`config.mk`:
```
export PLATFORM = sky130hd
export DESIGN_NAME = writeBack
export DESIGN_NICKNAME = d
export VERILOG_FILES = /design/src/hdl/wbPkg.sv /design/src/hdl/wbLane.sv /design/src/hdl/branchResolve.sv /design/src/hdl/completionQueue.sv /design/src/hdl/writeBack.sv
export SDC_FILE = /design/constraint.sdc
export NUM_CORES = 1
export LEC_CHECK = 0
export BUFFER_PORTS_ARGS = -buffer_cell sky130_fd_sc_hd__buf_2
export CORE_AREA = 3 3 185 187
export DETAILED_ROUTE_END_ITERATION = 16
export DIE_AREA = 0 0 188 190
export GPL_TIMING_DRIVEN = 0
export REMOVE_ABC_BUFFERS = 1
export SYNTH_ARGS = -nofsm -noshare
export SYNTH_HDL_FRONTEND = slang
export SYNTH_HIERARCHICAL = 1
export SYNTH_SLANG_ARGS = --single-unit
```
`constraint.sdc`:
```
create_clock -name clk -period 6.2 [get_ports clk]
set_input_delay 1.55 -clock clk [delete_from_list [all_inputs] [get_ports clk]]
set_output_delay 1.55 -clock clk [all_outputs]
set_load 0.05 [all_outputs]
```
`src/hdl/wbPkg.sv`:
```
// Shared widths, lane indices and the completion record kind
// for the writeback stage.
`default_nettype none

package wbPkg;

        // ------------------------------
        // lane layout
        // ------------------------------
        localparam int NUM_LANES = 4;
        localparam int BRANCH_LANE = 2;
        localparam int LSU_LANE = 3;

        // ------------------------------
        // widths
        // ------------------------------
        localparam int CHECKPOINTS = 4;
        localparam int CHECKPOINTS_LOG = 2;
        localparam int SIZE_DATA = 32;
        localparam int SIZE_PC = 32;
        localparam int SIZE_PHYS_LOG = 6;
        localparam int SIZE_AL_LOG = 5;

        // kind of record sent to the active list.
        typedef enum logic [1:0]
        {
                CMPL_NORMAL = 2'd0,
                CMPL_BRANCH_OK = 2'd1,
                CMPL_MISPREDICT = 2'd2
        } cmplKind_e;

endpackage

`default_nettype wire

```
`src/hdl/wbLane.sv`:
```
// One writeback lane with its result register, squash check, bypass and
// writeback outputs.
`timescale 1ns/1ps
`default_nettype none

module wbLane
(
        input wire clk,
        input wire reset,
        input wire exeValid_i,
        input wire [wbPkg::CHECKPOINTS-1:0] exeBranchMask_i,
        input wire exeWritesReg_i,
        input wire [wbPkg::SIZE_PHYS_LOG-1:0] exeDestPhys_i,
        input wire [wbPkg::SIZE_AL_LOG-1:0] exeAlIndex_i,
        input wire [wbPkg::SIZE_DATA-1:0] exeData_i,
        input wire squash_i,
        input wire [wbPkg::CHECKPOINTS_LOG-1:0] squashCheckpoint_i,
        output logic writebkValid_o,
        output logic bypassValid_o,
        output logic [wbPkg::SIZE_PHYS_LOG-1:0] bypassPhys_o,
        output logic [wbPkg::SIZE_DATA-1:0] bypassData_o,
        output logic [wbPkg::SIZE_AL_LOG-1:0] alIndex_o
);

        logic validQ;
        logic [wbPkg::CHECKPOINTS-1:0] maskQ;
        logic writesRegQ;
        logic kill;

        always_ff @(posedge clk)
        begin
                if (reset)
                        validQ <= 1'b0;
                else
                        validQ <= exeValid_i;
        end

        always_ff @(posedge clk)
        begin
                maskQ <= exeBranchMask_i;
                writesRegQ <= exeWritesReg_i;
                bypassPhys_o <= exeDestPhys_i;
                bypassData_o <= exeData_i;
                alIndex_o <= exeAlIndex_i;
        end

        // the packet depends on the mispredicted checkpoint, so it dies here.
        assign kill = squash_i & maskQ[squashCheckpoint_i];

        assign writebkValid_o = validQ & ~kill;
        assign bypassValid_o = writebkValid_o & writesRegQ;

        // a valid packet under squash must carry a known branch mask.
        assert property (@(posedge clk) disable iff (reset)
                (validQ && squash_i) |-> !$isunknown(maskQ));

endmodule

`default_nettype wire

```
`src/hdl/branchResolve.sv`:
```
// Branch lane register, mispredict detection and checkpoint broadcast.
`timescale 1ns/1ps
`default_nettype none

module branchResolve
(
        input wire clk,
        input wire reset,
        input wire brValid_i,
        input wire [wbPkg::CHECKPOINTS_LOG-1:0] brCheckpoint_i,
        input wire brTaken_i,
        input wire [wbPkg::SIZE_PC-1:0] brTarget_i,
        input wire brPredTaken_i,
        input wire [wbPkg::SIZE_PC-1:0] brPredTarget_i,
        output logic ctrlVerified_o,
        output logic ctrlMispredict_o,
        output logic [wbPkg::CHECKPOINTS_LOG-1:0] ctrlCheckpoint_o,
        output logic [wbPkg::SIZE_PC-1:0] ctrlTarget_o,
        output logic ctrlTaken_o
);

        logic predTakenQ;
        logic [wbPkg::SIZE_PC-1:0] predTargetQ;
        logic dirWrong;
        logic targetWrong;

        always_ff @(posedge clk)
        begin
                if (reset)
                        ctrlVerified_o <= 1'b0;
                else
                        ctrlVerified_o <= brValid_i;
        end

        always_ff @(posedge clk)
        begin
                ctrlCheckpoint_o <= brCheckpoint_i;
                ctrlTaken_o <= brTaken_i;
                ctrlTarget_o <= brTarget_i;
                predTakenQ <= brPredTaken_i;
                predTargetQ <= brPredTarget_i;
        end

        // a wrong target only matters when both sides agree on taken.
        assign dirWrong = ctrlTaken_o ^ predTakenQ;
        assign targetWrong = ctrlTaken_o & predTakenQ & (ctrlTarget_o != predTargetQ);
        assign ctrlMispredict_o = ctrlVerified_o & (dirWrong | targetWrong);

        // a broadcast mispredict has to name a known checkpoint.
        assert property (@(posedge clk) disable iff (reset)
                ctrlMispredict_o |-> !$isunknown(ctrlCheckpoint_o));

endmodule

`default_nettype wire

```
`src/hdl/completionQueue.sv`:
```
// Multi-write completion FIFO with a credit counter toward the active list.
`timescale 1ns/1ps
`default_nettype none

module completionQueue
#(
        parameter int QUEUE_DEPTH = 8,
        parameter int INIT_CREDITS = 4
)
(
        input wire clk,
        input wire reset,
        input wire [wbPkg::NUM_LANES-1:0] laneValid_i,
        input wire [wbPkg::SIZE_AL_LOG-1:0] laneAlIndex0_i,
        input wire [wbPkg::SIZE_AL_LOG-1:0] laneAlIndex1_i,
        input wire [wbPkg::SIZE_AL_LOG-1:0] laneAlIndex2_i,
        input wire [wbPkg::SIZE_AL_LOG-1:0] laneAlIndex3_i,
        input wire brMispredict_i,
        input wire creditReturn_i,
        output logic cmplValid_o,
        output logic [wbPkg::SIZE_AL_LOG-1:0] cmplAlIndex_o,
        output wbPkg::cmplKind_e cmplKind_o
);

        // pointers wrap naturally, so QUEUE_DEPTH is a power of two.
        localparam int PTR_W = $clog2(QUEUE_DEPTH);
        localparam int CNT_W = $clog2(QUEUE_DEPTH + 1);
        localparam int CRED_W = $clog2(INIT_CREDITS + 1);
        localparam int WR_W = $clog2(wbPkg::NUM_LANES + 1);

        logic [wbPkg::SIZE_AL_LOG-1:0] alMem [QUEUE_DEPTH];
        wbPkg::cmplKind_e kindMem [QUEUE_DEPTH];
        logic [PTR_W-1:0] wrPtr;
        logic [PTR_W-1:0] rdPtr;
        logic [CNT_W-1:0] count;
        logic [CRED_W-1:0] credits;
        logic [wbPkg::SIZE_AL_LOG-1:0] laneAl [wbPkg::NUM_LANES];
        wbPkg::cmplKind_e laneKind [wbPkg::NUM_LANES];
        logic [PTR_W-1:0] wrSlot [wbPkg::NUM_LANES];
        logic [WR_W-1:0] wrCount;

        assign laneAl[0] = laneAlIndex0_i;
        assign laneAl[1] = laneAlIndex1_i;
        assign laneAl[2] = laneAlIndex2_i;
        assign laneAl[3] = laneAlIndex3_i;

        // ------------------------------
        // write packing
        // ------------------------------
        always_comb
        begin
                wrCount = '0;
                for (int i = 0; i < wbPkg::NUM_LANES; i++)
                begin
                        wrSlot[i] = wrPtr + PTR_W'(wrCount);
                        wrCount = wrCount + WR_W'(laneValid_i[i]);
                        if (i == wbPkg::BRANCH_LANE)
                                laneKind[i] = brMispredict_i ? wbPkg::CMPL_MISPREDICT
                                                             : wbPkg::CMPL_BRANCH_OK;
                        else
                                laneKind[i] = wbPkg::CMPL_NORMAL;
                end
        end

        always_ff @(posedge clk)
        begin
                for (int i = 0; i < wbPkg::NUM_LANES; i++)
                begin
                        if (laneValid_i[i])
                        begin
                                alMem[wrSlot[i]] <= laneAl[i];
                                kindMem[wrSlot[i]] <= laneKind[i];
                        end
                end
        end

        // ------------------------------
        // pointers and credits
        // ------------------------------
        assign cmplValid_o = (count != '0) && (credits != '0);
        assign cmplAlIndex_o = alMem[rdPtr];
        assign cmplKind_o = kindMem[rdPtr];

        always_ff @(posedge clk)
        begin
                if (reset)
                begin
                        wrPtr <= '0;
                        rdPtr <= '0;
                        count <= '0;
                        credits <= CRED_W'(INIT_CREDITS);
                end
                else
                begin
                        wrPtr <= wrPtr + PTR_W'(wrCount);
                        rdPtr <= rdPtr + PTR_W'(cmplValid_o);
                        count <= count + CNT_W'(wrCount) - CNT_W'(cmplValid_o);
                        credits <= credits + CRED_W'(creditReturn_i) - CRED_W'(cmplValid_o);
                end
        end

        // execution is never stalled, so the queue has to absorb every burst.
        assert property (@(posedge clk) disable iff (reset)
                (int'(count) + int'(wrCount)) <= QUEUE_DEPTH);

        // the active list returns no more credits than it was given.
        assert property (@(posedge clk) disable iff (reset)
                int'(credits) <= INIT_CREDITS);

endmodule

`default_nettype wire

```
`src/hdl/writeBack.sv`:
```
// Writeback stage top with four result lanes, the branch resolver and the
// completion queue toward the active list.
`timescale 1ns/1ps
`default_nettype none

module writeBack
#(
        parameter int QUEUE_DEPTH = 8,
        parameter int INIT_CREDITS = 4
)
(
        input wire clk,
        input wire reset,
        input wire exeValid0_i,
        input wire [wbPkg::CHECKPOINTS-1:0] exeBranchMask0_i,
        input wire exeWritesReg0_i,
        input wire [wbPkg::SIZE_PHYS_LOG-1:0] exeDestPhys0_i,
        input wire [wbPkg::SIZE_AL_LOG-1:0] exeAlIndex0_i,
        input wire [wbPkg::SIZE_DATA-1:0] exeData0_i,
        input wire exeValid1_i,
        input wire [wbPkg::CHECKPOINTS-1:0] exeBranchMask1_i,
        input wire exeWritesReg1_i,
        input wire [wbPkg::SIZE_PHYS_LOG-1:0] exeDestPhys1_i,
        input wire [wbPkg::SIZE_AL_LOG-1:0] exeAlIndex1_i,
        input wire [wbPkg::SIZE_DATA-1:0] exeData1_i,
        input wire exeValid2_i,
        input wire [wbPkg::CHECKPOINTS-1:0] exeBranchMask2_i,
        input wire exeWritesReg2_i,
        input wire [wbPkg::SIZE_PHYS_LOG-1:0] exeDestPhys2_i,
        input wire [wbPkg::SIZE_AL_LOG-1:0] exeAlIndex2_i,
        input wire [wbPkg::SIZE_DATA-1:0] exeData2_i,
        input wire exeValid3_i,
        input wire [wbPkg::CHECKPOINTS-1:0] exeBranchMask3_i,
        input wire exeWritesReg3_i,
        input wire [wbPkg::SIZE_PHYS_LOG-1:0] exeDestPhys3_i,
        input wire [wbPkg::SIZE_AL_LOG-1:0] exeAlIndex3_i,
        input wire [wbPkg::SIZE_DATA-1:0] exeData3_i,
        input wire [wbPkg::CHECKPOINTS_LOG-1:0] brCheckpoint_i,
        input wire brTaken_i,
        input wire [wbPkg::SIZE_PC-1:0] brTarget_i,
        input wire brPredTaken_i,
        input wire [wbPkg::SIZE_PC-1:0] brPredTarget_i,
        input wire creditReturn_i,
        output logic bypassValid0_o,
        output logic [wbPkg::SIZE_PHYS_LOG-1:0] bypassPhys0_o,
        output logic [wbPkg::SIZE_DATA-1:0] bypassData0_o,
        output logic writebkValid0_o,
        output logic bypassValid1_o,
        output logic [wbPkg::SIZE_PHYS_LOG-1:0] bypassPhys1_o,
        output logic [wbPkg::SIZE_DATA-1:0] bypassData1_o,
        output logic writebkValid1_o,
        output logic bypassValid2_o,
        output logic [wbPkg::SIZE_PHYS_LOG-1:0] bypassPhys2_o,
        output logic [wbPkg::SIZE_DATA-1:0] bypassData2_o,
        output logic writebkValid2_o,
        output logic bypassValid3_o,
        output logic [wbPkg::SIZE_PHYS_LOG-1:0] bypassPhys3_o,
        output logic [wbPkg::SIZE_DATA-1:0] bypassData3_o,
        output logic writebkValid3_o,
        output logic ctrlVerified_o,
        output logic ctrlMispredict_o,
        output logic [wbPkg::CHECKPOINTS_LOG-1:0] ctrlCheckpoint_o,
        output logic [wbPkg::SIZE_PC-1:0] ctrlTarget_o,
        output logic ctrlTaken_o,
        output logic cmplValid_o,
        output logic [wbPkg::SIZE_AL_LOG-1:0] cmplAlIndex_o,
        output wbPkg::cmplKind_e cmplKind_o
);

        logic [wbPkg::SIZE_AL_LOG-1:0] alIndex0;
        logic [wbPkg::SIZE_AL_LOG-1:0] alIndex1;
        logic [wbPkg::SIZE_AL_LOG-1:0] alIndex2;
        logic [wbPkg::SIZE_AL_LOG-1:0] alIndex3;

        // ------------------------------
        // result lanes
        // ------------------------------
        wbLane lane0
        (
                .clk(clk), .reset(reset),
                .exeValid_i(exeValid0_i), .exeBranchMask_i(exeBranchMask0_i),
                .exeWritesReg_i(exeWritesReg0_i), .exeDestPhys_i(exeDestPhys0_i),
                .exeAlIndex_i(exeAlIndex0_i), .exeData_i(exeData0_i),
                .squash_i(ctrlMispredict_o), .squashCheckpoint_i(ctrlCheckpoint_o),
                .writebkValid_o(writebkValid0_o), .bypassValid_o(bypassValid0_o),
                .bypassPhys_o(bypassPhys0_o), .bypassData_o(bypassData0_o),
                .alIndex_o(alIndex0)
        );

        wbLane lane1
        (
                .clk(clk), .reset(reset),
                .exeValid_i(exeValid1_i), .exeBranchMask_i(exeBranchMask1_i),
                .exeWritesReg_i(exeWritesReg1_i), .exeDestPhys_i(exeDestPhys1_i),
                .exeAlIndex_i(exeAlIndex1_i), .exeData_i(exeData1_i),
                .squash_i(ctrlMispredict_o), .squashCheckpoint_i(ctrlCheckpoint_o),
                .writebkValid_o(writebkValid1_o), .bypassValid_o(bypassValid1_o),
                .bypassPhys_o(bypassPhys1_o), .bypassData_o(bypassData1_o),
                .alIndex_o(alIndex1)
        );

        wbLane lane2
        (
                .clk(clk), .reset(reset),
                .exeValid_i(exeValid2_i), .exeBranchMask_i(exeBranchMask2_i),
                .exeWritesReg_i(exeWritesReg2_i), .exeDestPhys_i(exeDestPhys2_i),
                .exeAlIndex_i(exeAlIndex2_i), .exeData_i(exeData2_i),
                .squash_i(ctrlMispredict_o), .squashCheckpoint_i(ctrlCheckpoint_o),
                .writebkValid_o(writebkValid2_o), .bypassValid_o(bypassValid2_o),
                .bypassPhys_o(bypassPhys2_o), .bypassData_o(bypassData2_o),
                .alIndex_o(alIndex2)
        );

        wbLane lane3
        (
                .clk(clk), .reset(reset),
                .exeValid_i(exeValid3_i), .exeBranchMask_i(exeBranchMask3_i),
                .exeWritesReg_i(exeWritesReg3_i), .exeDestPhys_i(exeDestPhys3_i),
                .exeAlIndex_i(exeAlIndex3_i), .exeData_i(exeData3_i),
                .squash_i(ctrlMispredict_o), .squashCheckpoint_i(ctrlCheckpoint_o),
                .writebkValid_o(writebkValid3_o), .bypassValid_o(bypassValid3_o),
                .bypassPhys_o(bypassPhys3_o), .bypassData_o(bypassData3_o),
                .alIndex_o(alIndex3)
        );

        // the branch operands ride along with lane 2.
        branchResolve resolver
        (
                .clk(clk), .reset(reset),
                .brValid_i(exeValid2_i), .brCheckpoint_i(brCheckpoint_i),
                .brTaken_i(brTaken_i), .brTarget_i(brTarget_i),
                .brPredTaken_i(brPredTaken_i), .brPredTarget_i(brPredTarget_i),
                .ctrlVerified_o(ctrlVerified_o), .ctrlMispredict_o(ctrlMispredict_o),
                .ctrlCheckpoint_o(ctrlCheckpoint_o), .ctrlTarget_o(ctrlTarget_o),
                .ctrlTaken_o(ctrlTaken_o)
        );

        completionQueue
        #(
                .QUEUE_DEPTH(QUEUE_DEPTH),
                .INIT_CREDITS(INIT_CREDITS)
        )
        cmplQueue
        (
                .clk(clk), .reset(reset),
                .laneValid_i({writebkValid3_o, writebkValid2_o,
                              writebkValid1_o, writebkValid0_o}),
                .laneAlIndex0_i(alIndex0), .laneAlIndex1_i(alIndex1),
                .laneAlIndex2_i(alIndex2), .laneAlIndex3_i(alIndex3),
                .brMispredict_i(ctrlMispredict_o), .creditReturn_i(creditReturn_i),
                .cmplValid_o(cmplValid_o), .cmplAlIndex_o(cmplAlIndex_o),
                .cmplKind_o(cmplKind_o)
        );

endmodule

`default_nettype wire

```
==> Word level (Yosys, flattened, before mapping) <==
Memory sizes are Yosys's and may differ from the RTL's. A register that Yosys moved wholly into a read port is not among the register bits.
Cells that the tools add are included.
W data, S select, Z words.
{ "word_totals": {"output_inout_bits": 205, "in_bits": 267, "n_memories": 2, "wordCells": 92, "regBits": 277, "ram_bits": 56} }
{ "memory_table": {"columns": ["name", "depth", "word_bits", "read_ports", "rd_ports_with_merged_regs", "write_ports", "line", "rtl"], "rows": [
  ["cmplQueue.alMem", 8, 5, 1, 1, 4, "completionQueue.sv:31", "logic [wbPkg::SIZE_AL_LOG-1:0] alMem [QUEUE_DEPTH];"],
  ["cmplQueue.kindMem", 8, 2, 1, 1, 4, "completionQueue.sv:32", "wbPkg::cmplKind_e kindMem [QUEUE_DEPTH];"]
]} }
{ "classes": {"magnitude_cmp": 1, "bitwise": 21, "add_sub_neg": 12, "mux": 19, "n_reduce_logical": 3, "eq_ne": 1} }
{ "ops": {"columns": ["cell", "n"], "rows": [
  ["$ne A32 B32 Y1", 1],
  ["$add A3 B1 Y3", 5],
  ["$and A1 B1 Y1", 15],
  ["$mux W1", 12],
  ["$add A3 B3 Y3", 3],
  ["$bmux W1 S2", 4],
  ["$mux W3", 2],
  ["$add A4 B3 Y4", 1],
  ["$not A1 Y1", 4],
  ["$reduce_bool A4 Y1", 1],
  ["$sub A4 B1 Y4", 1],
  ["$lt A2 B3 Y1 const B", 1],
  ["$reduce_bool A3 Y1", 1],
  ["$sub A3 B1 Y3", 1],
  ["$add A1 B1 Y2", 1],
  ["$mux W2", 1],
  ["$logic_and A1 B1 Y1", 1],
  ["$or A1 B1 Y1", 1],
  ["$xor A1 B1 Y1", 1]
]} }

==> Longest topological paths before layout <==
Gate-level depths: netlist (run 1).
{ "logic_depth": {"word_depth": 12, "depth_mapped": 17, "mapped_depth_nobuf": 17} }

==> Hierarchy <==
Netlist (run 1), hierarchy kept.
{ "modules_own_cells": {"columns": ["mod", "cells_per_inst", "instances", "seq_area_each_um2", "area_each_um2"], "rows": [
  ["completionQueue", 525, 1, 1781.7, 4884.7],
  ["wbLane", 54, 4, 980.9, 1026.0],
  ["branchResolve", 116, 1, 1381.3, 1757.9]
]} }

==> Least setup slack after synthesis (run 1) <==
OpenSTA, ideal clock, no wires.
{ "synth_timing": {"kind": "register to register", "start": "register resolver/ctrlTarget_o[25] (netlist name)", "end": "memory cmplQueue/alMem[0][0] (netlist name), enable pin", "arrival_time_ns": 5.180, "stages_incl_launch_ff": 14, "required_ns": 5.882, "n_path_buf": 1, "slack_ns": 0.702, "period_less_slack_ns": 5.498, "setup_time_ns": 0.318, "path_cell_list": "dfxtp_1 xor2_1 nor4_1 nand4_1 o211ai_1 nand2_1 a21boi_1 fa_1 ha_1 fa_1 nand2b_1 or3_1 buf_2 nand3_1"} }
{ "synth_lines": {"columns": ["element", "line", "rtl"], "rows": [
  ["start, declared", "branchResolve.sv:18", "output logic [wbPkg::SIZE_PC-1:0] ctrlTarget_o,"],
  ["start signal, assigned", "branchResolve.sv:39", "ctrlTarget_o <= brTarget_i;"],
  ["end, declared", "completionQueue.sv:31", null]
]} }

==> results of run 1 <==
-- cell usage in the layout (no fill, tap or decap), drive strengths merged, types with 4 or more instances in the layout --
cell,instances
a21boi,5
a21oi,40
a221oi,22
a31oi,7
and2,4
and3,6
buf,473
bufinv,4
clkbuf,51
clkinv,7
dfxtp,294
diode,4
edfxtp,40
fa,7
ha,20
inv,23
mux2,7
mux4,18
nand2,58
nand2b,7
nand3,31
nand4,4
nand4b,4
nor2,54
nor2b,17
nor3,10
nor4,9
o211ai,6
o21ai,20
o221ai,9
o31ai,13
o32a,4
or3,13
xnor2,10
xor2,34
-- state kept, by name, indices dropped and copies added (netlist names), 6 cells and up --
name and count:
cmplQueue/alMem 40, lane0/bypassData_o 32, lane1/bypassData_o 32, lane2/bypassData_o 32, lane3/bypassData_o 32, resolver/ctrlTarget_o 32, resolver/predTargetQ 32, cmplQueue/kindMem 16
lane0/bypassPhys_o 6, lane1/bypassPhys_o 6, lane2/bypassPhys_o 6, lane3/bypassPhys_o 6
-- routing by layer --
layer,global-route usage [%],share of wire [%],vias up
met4,5.80,2.5,16
met5,0,0.19,-
met1,28.2,39,4120
met2,36.3,47,414
met3,9.99,11,85
li1,-,-,3985
-- critical path, stage by stage, from the launching register on --
cell      delay (ns)
dfxtp_1         0.33
xor2_1          0.14
nor4_1          0.41
nand4_1         0.26
o211ai_1        0.26
nand2_1         0.64
a21boi_2        0.76
fa_1            0.54
ha_1            0.22
fa_1            0.40
xnor3_2         0.34
nor3_2          0.74
nor2_1          0.08
nand3_1         0.29
-- repair_timing --
| action | 4_1_cts | 5_1_grt |
|---|---|---|
| hold buffers | 0 | 0 |
| hold endpoints to repair | 0 | 0 |
| setup buffers | 0 | 0 |
| resized for setup | 0 | 2 |
| setup endpoints to repair | 0 | 45 |
-- power groups by stage --
stage          combinational (W)  clock (W)  sequential [W]
2_1_floorplan           0.000806          0         0.00280
5_1_grt                  0.00154    0.00237         0.00261
6_report                 0.00143    0.00224         0.00259
3_5_place_dp             0.00143          0         0.00263
4_1_cts                  0.00143    0.00228         0.00259
3_3_place_gp             0.00140          0         0.00263
-- cell type report --
cell class | instances | area, um2
clock buffer | 51 | 1050
fill | 3149 | 17800
timing repair buffer | 473 | 2390
inverter | 20 | 75.1
multi-input combinational | 464 | 3430
antenna | 4 | 10.0
tap | 442 | 553
sequential | 334 | 7090
clock inverter | 14 | 204
-- metrics by stage --
stage	hold WS, ns	power [W]
after floorplan	0.440	0.00360
after detailed placement	0.460	0.00406
after global routing	0.495	0.00652
final	0.468	0.00626
after CTS	0.469	0.00630
after global placement	0.449	0.00403
-- cell families (layout without fill, tap and decap cells) --
| family | count (synthesis) | after routing | synth area share, % |
|---|---|---|---|
| other | 0 | 4 | 0 |
| multiplexers | 25 | 25 | 4.51 |
| XOR/XNOR | 46 | 46 | 4.10 |
| adder cells (fa/ha/maj) | 27 | 27 | 3.63 |
| flip-flops | 334 | 334 | 65.9 |
| AO/OA/AOI/OAI | 137 | 137 | 8.67 |
| AND/OR/NAND/NOR | 229 | 229 | 10.8 |
| buffers and inverters | 59 | 558 | 2.35 |
-- final timing paths --
check,slack (ns),start,depth (start not counted),end
max,0.45,resolver/ctrlTarget_o[15],13,cmplQueue/alMem[6][3]
min,0.47,cmplQueue/kindMem[3][1],2,cmplQueue/kindMem[3][1]
max reg2reg,0.45,resolver/ctrlTarget_o[15],13,cmplQueue/alMem[6][3]
min reg2reg,0.47,cmplQueue/kindMem[3][1],2,cmplQueue/kindMem[3][1]
==> results.json, run 1 <==
{
  "overflow": 0,
  "power_frac_clock_pct": 35.7,
  "path_max_fanout": 25,
  "die_w_um": 188,
  "max_slew_margin_pct": 24.7,
  "drcViolationCount": 0,
  "max_freq_mhz": 174,
  "syn_inst": 857,
  "area_growth_pct": 37.6,
  "synth_ff_type": "dfxtp_1",
  "slew_violations": 0,
  "grt_setup_unrepaired": "no",
  "placed_area_um2": 13500,
  "ir_drop_mv": 0.280,
  "clock_path_buffers": 3,
  "netlist_area_um2": 10700,
  "firstDrtPassIters": 5,
  "clock-sinks": 334,
  "initial_core_util_pct": 32.9,
  "dp_slack_ns": 0.287,
  "cts_buffers": 36,
  "power.switching_w": 0.00197,
  "setup_tns_ns": 0,
  "avgSynthCellArea_um2": 12.5,
  "stdcell_count": 1802,
  "yosys.area.top_type_share_pct": 54.8,
  "ys_types": 59,
  "core.rowCount": 66,
  "arrival_ns": 5.94,
  "switching_share_pct": 31.4,
  "htreeDepth": 2,
  "clockRootBuffer": "clkbuf_16",
  "yosysSeqAreaShare_pct": 65.9,
  "viasPerCell": 4.78,
  "grt_pass1_wl_um": 59800,
  "drv_cap": 0,
  "fin_area_um2": 14800,
  "timing.final.ws_setup_ns": 0.446,
  "hold_path.class": "reg -> reg",
  "hold_violations": 0,
  "synth_area_leader_cell": "dfxtp_1",
  "dieArea_um2": 35700,
  "worst_pin_slew_ns": 1.13,
  "status": "finished clean",
  "critPathLaunchType": "flop",
  "dp_hpwl_um": 33700,
  "dieHeight_um": 190,
  "finalWirelength_um": 42200,
  "fin_crit_ns": 5.75,
  "synth_edf_count": 40,
  "grt_pass1_vias": 8775,
  "fin_nets": 1623,
  "drt_iter0_drc": 734,
  "internal_power_w": 0.00429,
  "via_count": 8620,
  "avgRoutedWirePerCell_um": 23.4,
  "yosysMostFrequentCell": "dfxtp_1",
  "async_flop_share_pct": 0,
  "place.gp.congestion": 0.926,
  "port_buffers": 471,
  "track_usage_pct": 22.7,
  "combPwrFrac_pct": 22.9,
  "placed_cells": 1733,
  "path_class": "reg -> reg",
  "setup_viol": 0,
  "ys_seq_elements": 334,
  "crit_required_ns": 6.39,
  "seqPwrFrac_pct": 41.4,
  "synth_common_cells": "294 x dfxtp_1, 58 x nand2_1, 54 x nor2_1",
  "cts_tree": "yes",
  "fin_crit_sh_pct": 92.8,
  "ant_nets": 0,
  "yosysWarnings": 6,
  "grt_max_degree": 26,
  "post-route-util_pct": 45.3,
  "synth_area_leaders": "dfxtp_1 55%, edfxtp_1 11%, mux4_2 3.8%, xor2_1 2.7%, ha_1 2.3%",
  "antenna_found_initial": 12,
  "power_density_nw_per_um2": 423,
  "drive_gt1_share_pct": 42.3,
  "io_pins": 472,
  "fin_skew_ns": 0.0154,
  "leakagePower_nw": 6.61,
  "end_kind": "flop",
  "fp.coreArea_um2": 32600,
  "clk-insertion-delay-late_ns": 0.52,
  "clk_pin_slew_ns": 0.06
}
(Power assumes the default switching activity.)
==> run 2: changes to the inputs <==
==> constraint.sdc (replaced) <==
create_clock -name clk -period 4.8 [get_ports clk]
set_input_delay 1.2 -clock clk [delete_from_list [all_inputs] [get_ports clk]]
set_output_delay 1.2 -clock clk [all_outputs]
set_load 0.05 [all_outputs]
==> results.json, run 2 (synthesis gave the netlist of run 1 again) <==
{
  "grt_pass1_wl_um": 59900,
  "fillCellCount": 3133,
  "hold_path.class": "reg -> reg",
  "drcViolationCount": 0,
  "power_density_nw_per_um2": 542,
  "dp_hpwl_um": 33700,
  "hold_violations": 0,
  "worst_pin_slew_ns": 1.12,
  "fin_skew_ns": 0.0167,
  "max_freq_mhz": 217,
  "clk_pin_slew_ns": 0.06,
  "finalWirelength_um": 42500,
  "path_max_fanout": 13,
  "status": "finished clean",
  "ant_nets": 0,
  "grt_pass1_vias": 8805,
  "arrival_ns": 4.97,
  "largest_reg_flops": 40,
  "hold_path.startpoint": "cmplQueue/kindMem[4][1]",
  "hold_end": "cmplQueue/kindMem[4][1]",
  "crit_required_ns": 5.16,
  "grt_setup_unrepaired": "no",
  "port_buffers": 471,
  "fin_nets": 1635,
  "final_cell_mix": "471 x buf_2, 294 x dfxtp_1, 57 x nand2_1, 51 x nor2_1",
  "dieHeight_um": 190,
  "final_common_cell": "buf_2",
  "firstDrtPassIters": 5,
  "r2r-end": "cmplQueue/alMem[2][2]",
  "slew_violations": 0,
  "via_count": 8663,
  "fin_crit_ns": 4.61,
  "area_growth_pct": 39.5,
  "ir_drop_mv": 0.362,
  "drive_gt1_share_pct": 43.6,
  "setup_viol": 0,
  "multi_input_area_um2": 3550,
  "path_class": "reg -> reg",
  "avgRoutedWirePerCell_um": 23.4,
  "drv_cap": 0,
  "cts_buffers": 36,
  "reg2reg_depth": 14,
  "r2r_start": "resolver/ctrlTarget_o[15]",
  "leakagePower_nw": 6.72,
  "viasPerCell": 4.78,
  "critPathLaunchType": "flop",
  "drt_iter0_drc": 647,
  "track_usage_pct": 22.7,
  "overflow": 0,
  "fp.coreArea_um2": 32600,
  "dieArea_um2": 35700,
  "holdWs_ns": 0.471,
  "initial_core_util_pct": 32.9,
  "io_pins": 472,
  "regToRegSetupSlack_ns": 0.19,
  "clockRootBuffer": "clkbuf_16",
  "clk-insertion-delay-late_ns": 0.52,
  "cts_tree": "yes",
  "place.gp.congestion": 0.926,
  "fin_crit_sh_pct": 96.1,
  "core.rowCount": 66,
  "htreeDepth": 2,
  "clock-sinks": 334,
  "die_w_um": 188,
  "grt_max_degree": 26,
  "hold_depth": 2,
  "hold_buffers": 0,
  "clock_path_buffers": 3,
  "end_kind": "flop",
  "seqCellArea_um2": 7090,
  "antenna_found_initial": 13,
  "totalPowerFinal_w": 0.00812,
  "max_slew_margin_pct": 25.5
}
run 2: changes by cell type in the layout (fill, tap and decap cells not counted), moves of 3 or more:
cell	previous run	this run
a21boi_2	3	0
a21boi_4	0	3
buf_4	0	11
nand3_1	31	27
nand3_2	0	4
nor2_1	54	51
run 2: stage by stage:
step / setup TNS (ns) / util [%] / instance area, um2 / cells / setup slack [ns]
floorplan: -125.05 / - / 10600 / 818 / -1.49
global placement: -184.40 / 41.3 / 13500 / 1731 / -2.15
detailed placement: -79.77 / 41.4 / 13500 / 1733 / -1.11
CTS: 0 / 45.6 / 14900 / 1802 / 0.0217
global route: 0 / 46.0 / 15000 / 1812 / 0.0539
finish: 0 / 46.0 / 15000 / 1814 / 0.188
run 2: layer usage:
metal  vias up  GRT usage, %  part of all wire [%]
met4        16          5.97                   2.1
met3        70          9.97                    11
met1      4151          28.1                    39
met5         -             0                  0.19
met2       415          36.4                    47
li1       4011             -                     -
run 2: area by class of cell:
type / count / area share (%)
Clock buffer: 51 / 6.98
Clock inverter: 14 / 1.36
Inverter: 20 / 0.501
Multi-Input combinational cell: 465 / 23.7
Timing Repair Buffer: 484 / 16.5
Tap cell: 442 / 3.69
Sequential cell: 334 / 47.3
Antenna cell: 4 / 0.0668
run 2: how the worst max path moves through the flow:
stage / from / to / slack (ns) / depth (start not counted)
2_1_floorplan: resolver/ctrlTarget_o[25] / cmplQueue/alMem[6][0] / -1.49 / 13
5_1_grt: resolver/ctrlTarget_o[15] / cmplQueue/alMem[2][2] / 0.05 / 14
4_1_cts: resolver/ctrlTarget_o[10] / cmplQueue/alMem[0][2] / 0.02 / 12
6_report: resolver/ctrlTarget_o[15] / cmplQueue/alMem[2][2] / 0.19 / 14
3_5_place_dp: resolver/ctrlTarget_o[10] / cmplQueue/alMem[6][0] / -1.11 / 13
3_3_place_gp: resolver/ctrlTarget_o[10] / cmplQueue/alMem[6][0] / -2.15 / 13
run 2: where the power goes:
part / switching, W / leakage, nW / internal (W)
clock: 0.00114 / 0.621 / 0.00175
sequential: 0.000225 / 2.84 / 0.00312
combinational: 0.00120 / 3.26 / 0.000682
total: 0.00257 / 6.72 / 0.00556
run 2: repair_timing:
action,4_1_cts,5_1_grt
gates cloned,0,1
pin swaps,2,5
setup endpoints to repair,104,70
gates resized for setup,13,9
buffers inserted,4,7
run 2: worst max-delay path, stage by stage (launching register included):
cell	delay, ns
dfxtp_1	0.33
xor2_1	0.14
nor4_1	0.41
nand4_1	0.25
o211ai_1	0.24
buf_4	0.16
nand2_4	0.16
a21boi_4	0.31
fa_1	0.49
ha_1	0.22
fa_1	0.40
xor3_1	0.31
nor3_1	0.72
a21oi_1	0.09
a21oi_1	0.21
==> run 3: changes to the inputs <==
--- a/config.mk
+++ b/config.mk
@@ -6,10 +6,13 @@
 export NUM_CORES = 1
 export LEC_CHECK = 0
 export BUFFER_PORTS_ARGS = -buffer_cell sky130_fd_sc_hd__buf_2
-export CORE_AREA = 3 3 185 187
+export CELL_PAD_IN_SITES_DETAIL_PLACEMENT = 0
+export CELL_PAD_IN_SITES_GLOBAL_PLACEMENT = 1
+export CORE_MARGIN = 3
+export CORE_UTILIZATION = 32
 export DETAILED_ROUTE_END_ITERATION = 16
-export DIE_AREA = 0 0 188 190
 export GPL_TIMING_DRIVEN = 0
+export PLACE_DENSITY_LB_ADDON = 0.1
 export REMOVE_ABC_BUFFERS = 1
 export SYNTH_ARGS = -nofsm -noshare
 export SYNTH_HDL_FRONTEND = slang
==> results.json, run 3 (synthesis gave the netlist of run 1 again) <==
{
  "dr_wl_met3_um": 2760,
  "viasPerCell": 4.61,
  "crit_chain": "xor2_1 -> nor4_2 -> nand4_1 -> o211ai_1 -> nand2_4 -> a21boi_4 -> ha_1 -> ha_1 -> inv_1 -> fa_1 -> or3b_2 -> nor2_4 -> nor2_1 -> nand3_1",
  "ant_nets": 0,
  "combPwrFrac_pct": 23.1,
  "finalWirelength_um": 37000,
  "path_class": "reg -> reg",
  "grt_pass1_vias": 8768,
  "placed_area_um2": 13500,
  "overflow": 0,
  "placed_cells": 1733,
  "clock_path_buffers": 3,
  "routed.top_layer": "met5",
  "io_pins": 472,
  "regToRegSetupSlack_ns": 0.27,
  "antenna_found_initial": 5,
  "drive_gt1_share_pct": 43.8,
  "initial_core_util_pct": 32.8,
  "fin_skew_ns": 0.0125,
  "via_count": 8353,
  "fin_crit_sh_pct": 94.3,
  "r2r_start": "resolver/predTargetQ[31]",
  "hold_violations": 0,
  "worst_pin_slew_ns": 1.23,
  "critPathLaunchType": "flop",
  "stdcell_count": 1811,
  "largest_reg_flops": 40,
  "fp.coreArea_um2": 32800,
  "clockRootBuffer": "clkbuf_16",
  "grt_setup_unrepaired": "no",
  "drt_iter0_drc": 581,
  "met2WireLength_um": 19600,
  "slew_violations": 0,
  "area_growth_pct": 40.3,
  "fillCellCount": 3134,
  "drv_cap": 0,
  "hold_depth": 2,
  "track_usage_pct": 19.7,
  "r2r-end": "cmplQueue/alMem[6][1]",
  "final_cell_mix": "471 x buf_2, 294 x dfxtp_1, 57 x nand2_1, 50 x nor2_1, 43 x clkbuf_16",
  "cts_tree": "yes",
  "hold_buffers": 0,
  "setup_viol": 0,
  "grt_max_degree": 26,
  "fin_crit_ns": 4.53,
  "grt_pass1_wl_um": 53000,
  "leakagePower_nw": 6.74,
  "ir_drop_mv": 0.344,
  "holdWs_ns": 0.461,
  "dieHeight_um": 189,
  "max_slew_margin_pct": 18.2,
  "seqCellArea_um2": 7090,
  "seqPwrFrac_pct": 40.4,
  "fin_area_um2": 15100,
  "place.gp.congestion": 0.822,
  "max_freq_mhz": 221,
  "max_stage_delay_ns": 0.56,
  "dieArea_um2": 35800,
  "final_common_cell": "buf_2",
  "power.switching_w": 0.00257,
  "cts_buffers": 38,
  "slowest_stage": "or3b_2",
  "post-route-util_pct": 46.0,
  "worst_path_most_repeated_cell": "ha_1",
  "clock-sinks": 334,
  "clk-insertion-delay-late_ns": 0.52,
  "clk_pin_slew_ns": 0.06,
  "end_kind": "flop",
  "hold_path.class": "reg -> reg",
  "fin_nets": 1632,
  "hold_end": "cmplQueue/kindMem[3][0]",
  "firstDrtPassIters": 6,
  "internal_power_w": 0.00568,
  "path_max_fanout": 13,
  "power_density_nw_per_um2": 548,
  "switching_share_pct": 31.2,
  "status": "finished clean",
  "htreeDepth": 2,
  "arrival_ns": 4.70,
  "power_frac_clock_pct": 36.5,
  "dp_hpwl_um": 28500,
  "reg2reg_depth": 14,
  "die_w_um": 189,
  "multi_input_area_um2": 3560,
  "crit_required_ns": 4.97,
  "port_buffers": 471,
  "hold_path.startpoint": "cmplQueue/kindMem[3][0]",
  "avgRoutedWirePerCell_um": 20.4,
  "core.rowCount": 66,
  "met1_length_um": 14000,
  "drcViolationCount": 0,
  "totalPowerFinal_w": 0.00825
}
## run 3: cell types whose count changed in the layout (fill, tap and decap cells not counted), moves of 2 or more
cell       before  now
buf_4          11    6
bufinv_16       4    2
clkbuf_16      36   43
clkinv_2        6    4
diode_2         4    2
## run 3: how the worst max path moves through the flow
stage | from | endpoint | slack, ns
after global routing | resolver/ctrlTarget_o[31] | cmplQueue/alMem[7][1] | 0.02
after floorplan | resolver/ctrlTarget_o[25] | cmplQueue/alMem[6][0] | -1.49
final | resolver/predTargetQ[31] | cmplQueue/alMem[6][1] | 0.27
after CTS | resolver/predTargetQ[31] | cmplQueue/alMem[2][0] | 0.01
after global placement | resolver/predTargetQ[31] | cmplQueue/alMem[6][0] | -2.50
after detailed placement | resolver/ctrlTarget_o[31] | cmplQueue/alMem[6][0] | -1.51
## run 3: area by class of cell
type	instances	share of cell area, %
flip-flops and latches	334	47.0
multi-input cells	465	23.6
repair buffers	479	16.1
clock buffers	58	8.11
well taps	442	3.67
clock inverters	11	0.913
inverters	20	0.498
diodes	2	0.0332
## run 3: worst max-delay path: cells and delay by family (launching register included)
family          cells  cell delay, ns
buf+inv             1            0.06
flops               1            0.31
simple gates        7            2.04
compound gates      2            0.64
fa+ha+maj           3            0.95
xor+xnor            1            0.16
## run 3: power groups by stage
stage / Combinational (W) / Clock, W / Sequential [W]
global placement: 0.00185 / 0 / 0.00339
finish: 0.00190 / 0.00301 / 0.00334
floorplan: 0.00104 / 0 / 0.00362
detailed placement: 0.00188 / 0 / 0.00340
CTS: 0.00191 / 0.00311 / 0.00334
global route: 0.00206 / 0.00321 / 0.00337
## run 3: repair_timing
action                                  4_1_cts  5_1_grt
pin swaps                                     4        2
buffers inserted                              5        1
endpoints found under the setup margin      106       84
gates cloned                                  0        1
resized for setup                            17        8
## run 3: per-stage QoR
step           TNS, ns  setup WS, ns
3_5_place_dp   -109.74         -1.51
6_report             0         0.272
5_1_grt              0        0.0181
3_3_place_gp   -209.71         -2.50
2_1_floorplan  -125.05         -1.49
4_1_cts              0        0.0108
## run 3: routing by layer
| layer | track usage (%) | vias up |
|---|---|---|
| met1 | 22.9 | 3968 |
| met3 | 5.70 | 52 |
| li1 | - | 3993 |
| met4 | 4.89 | 2 |
| met2 | 35.7 | 338 |
| met5 | 0 | - |
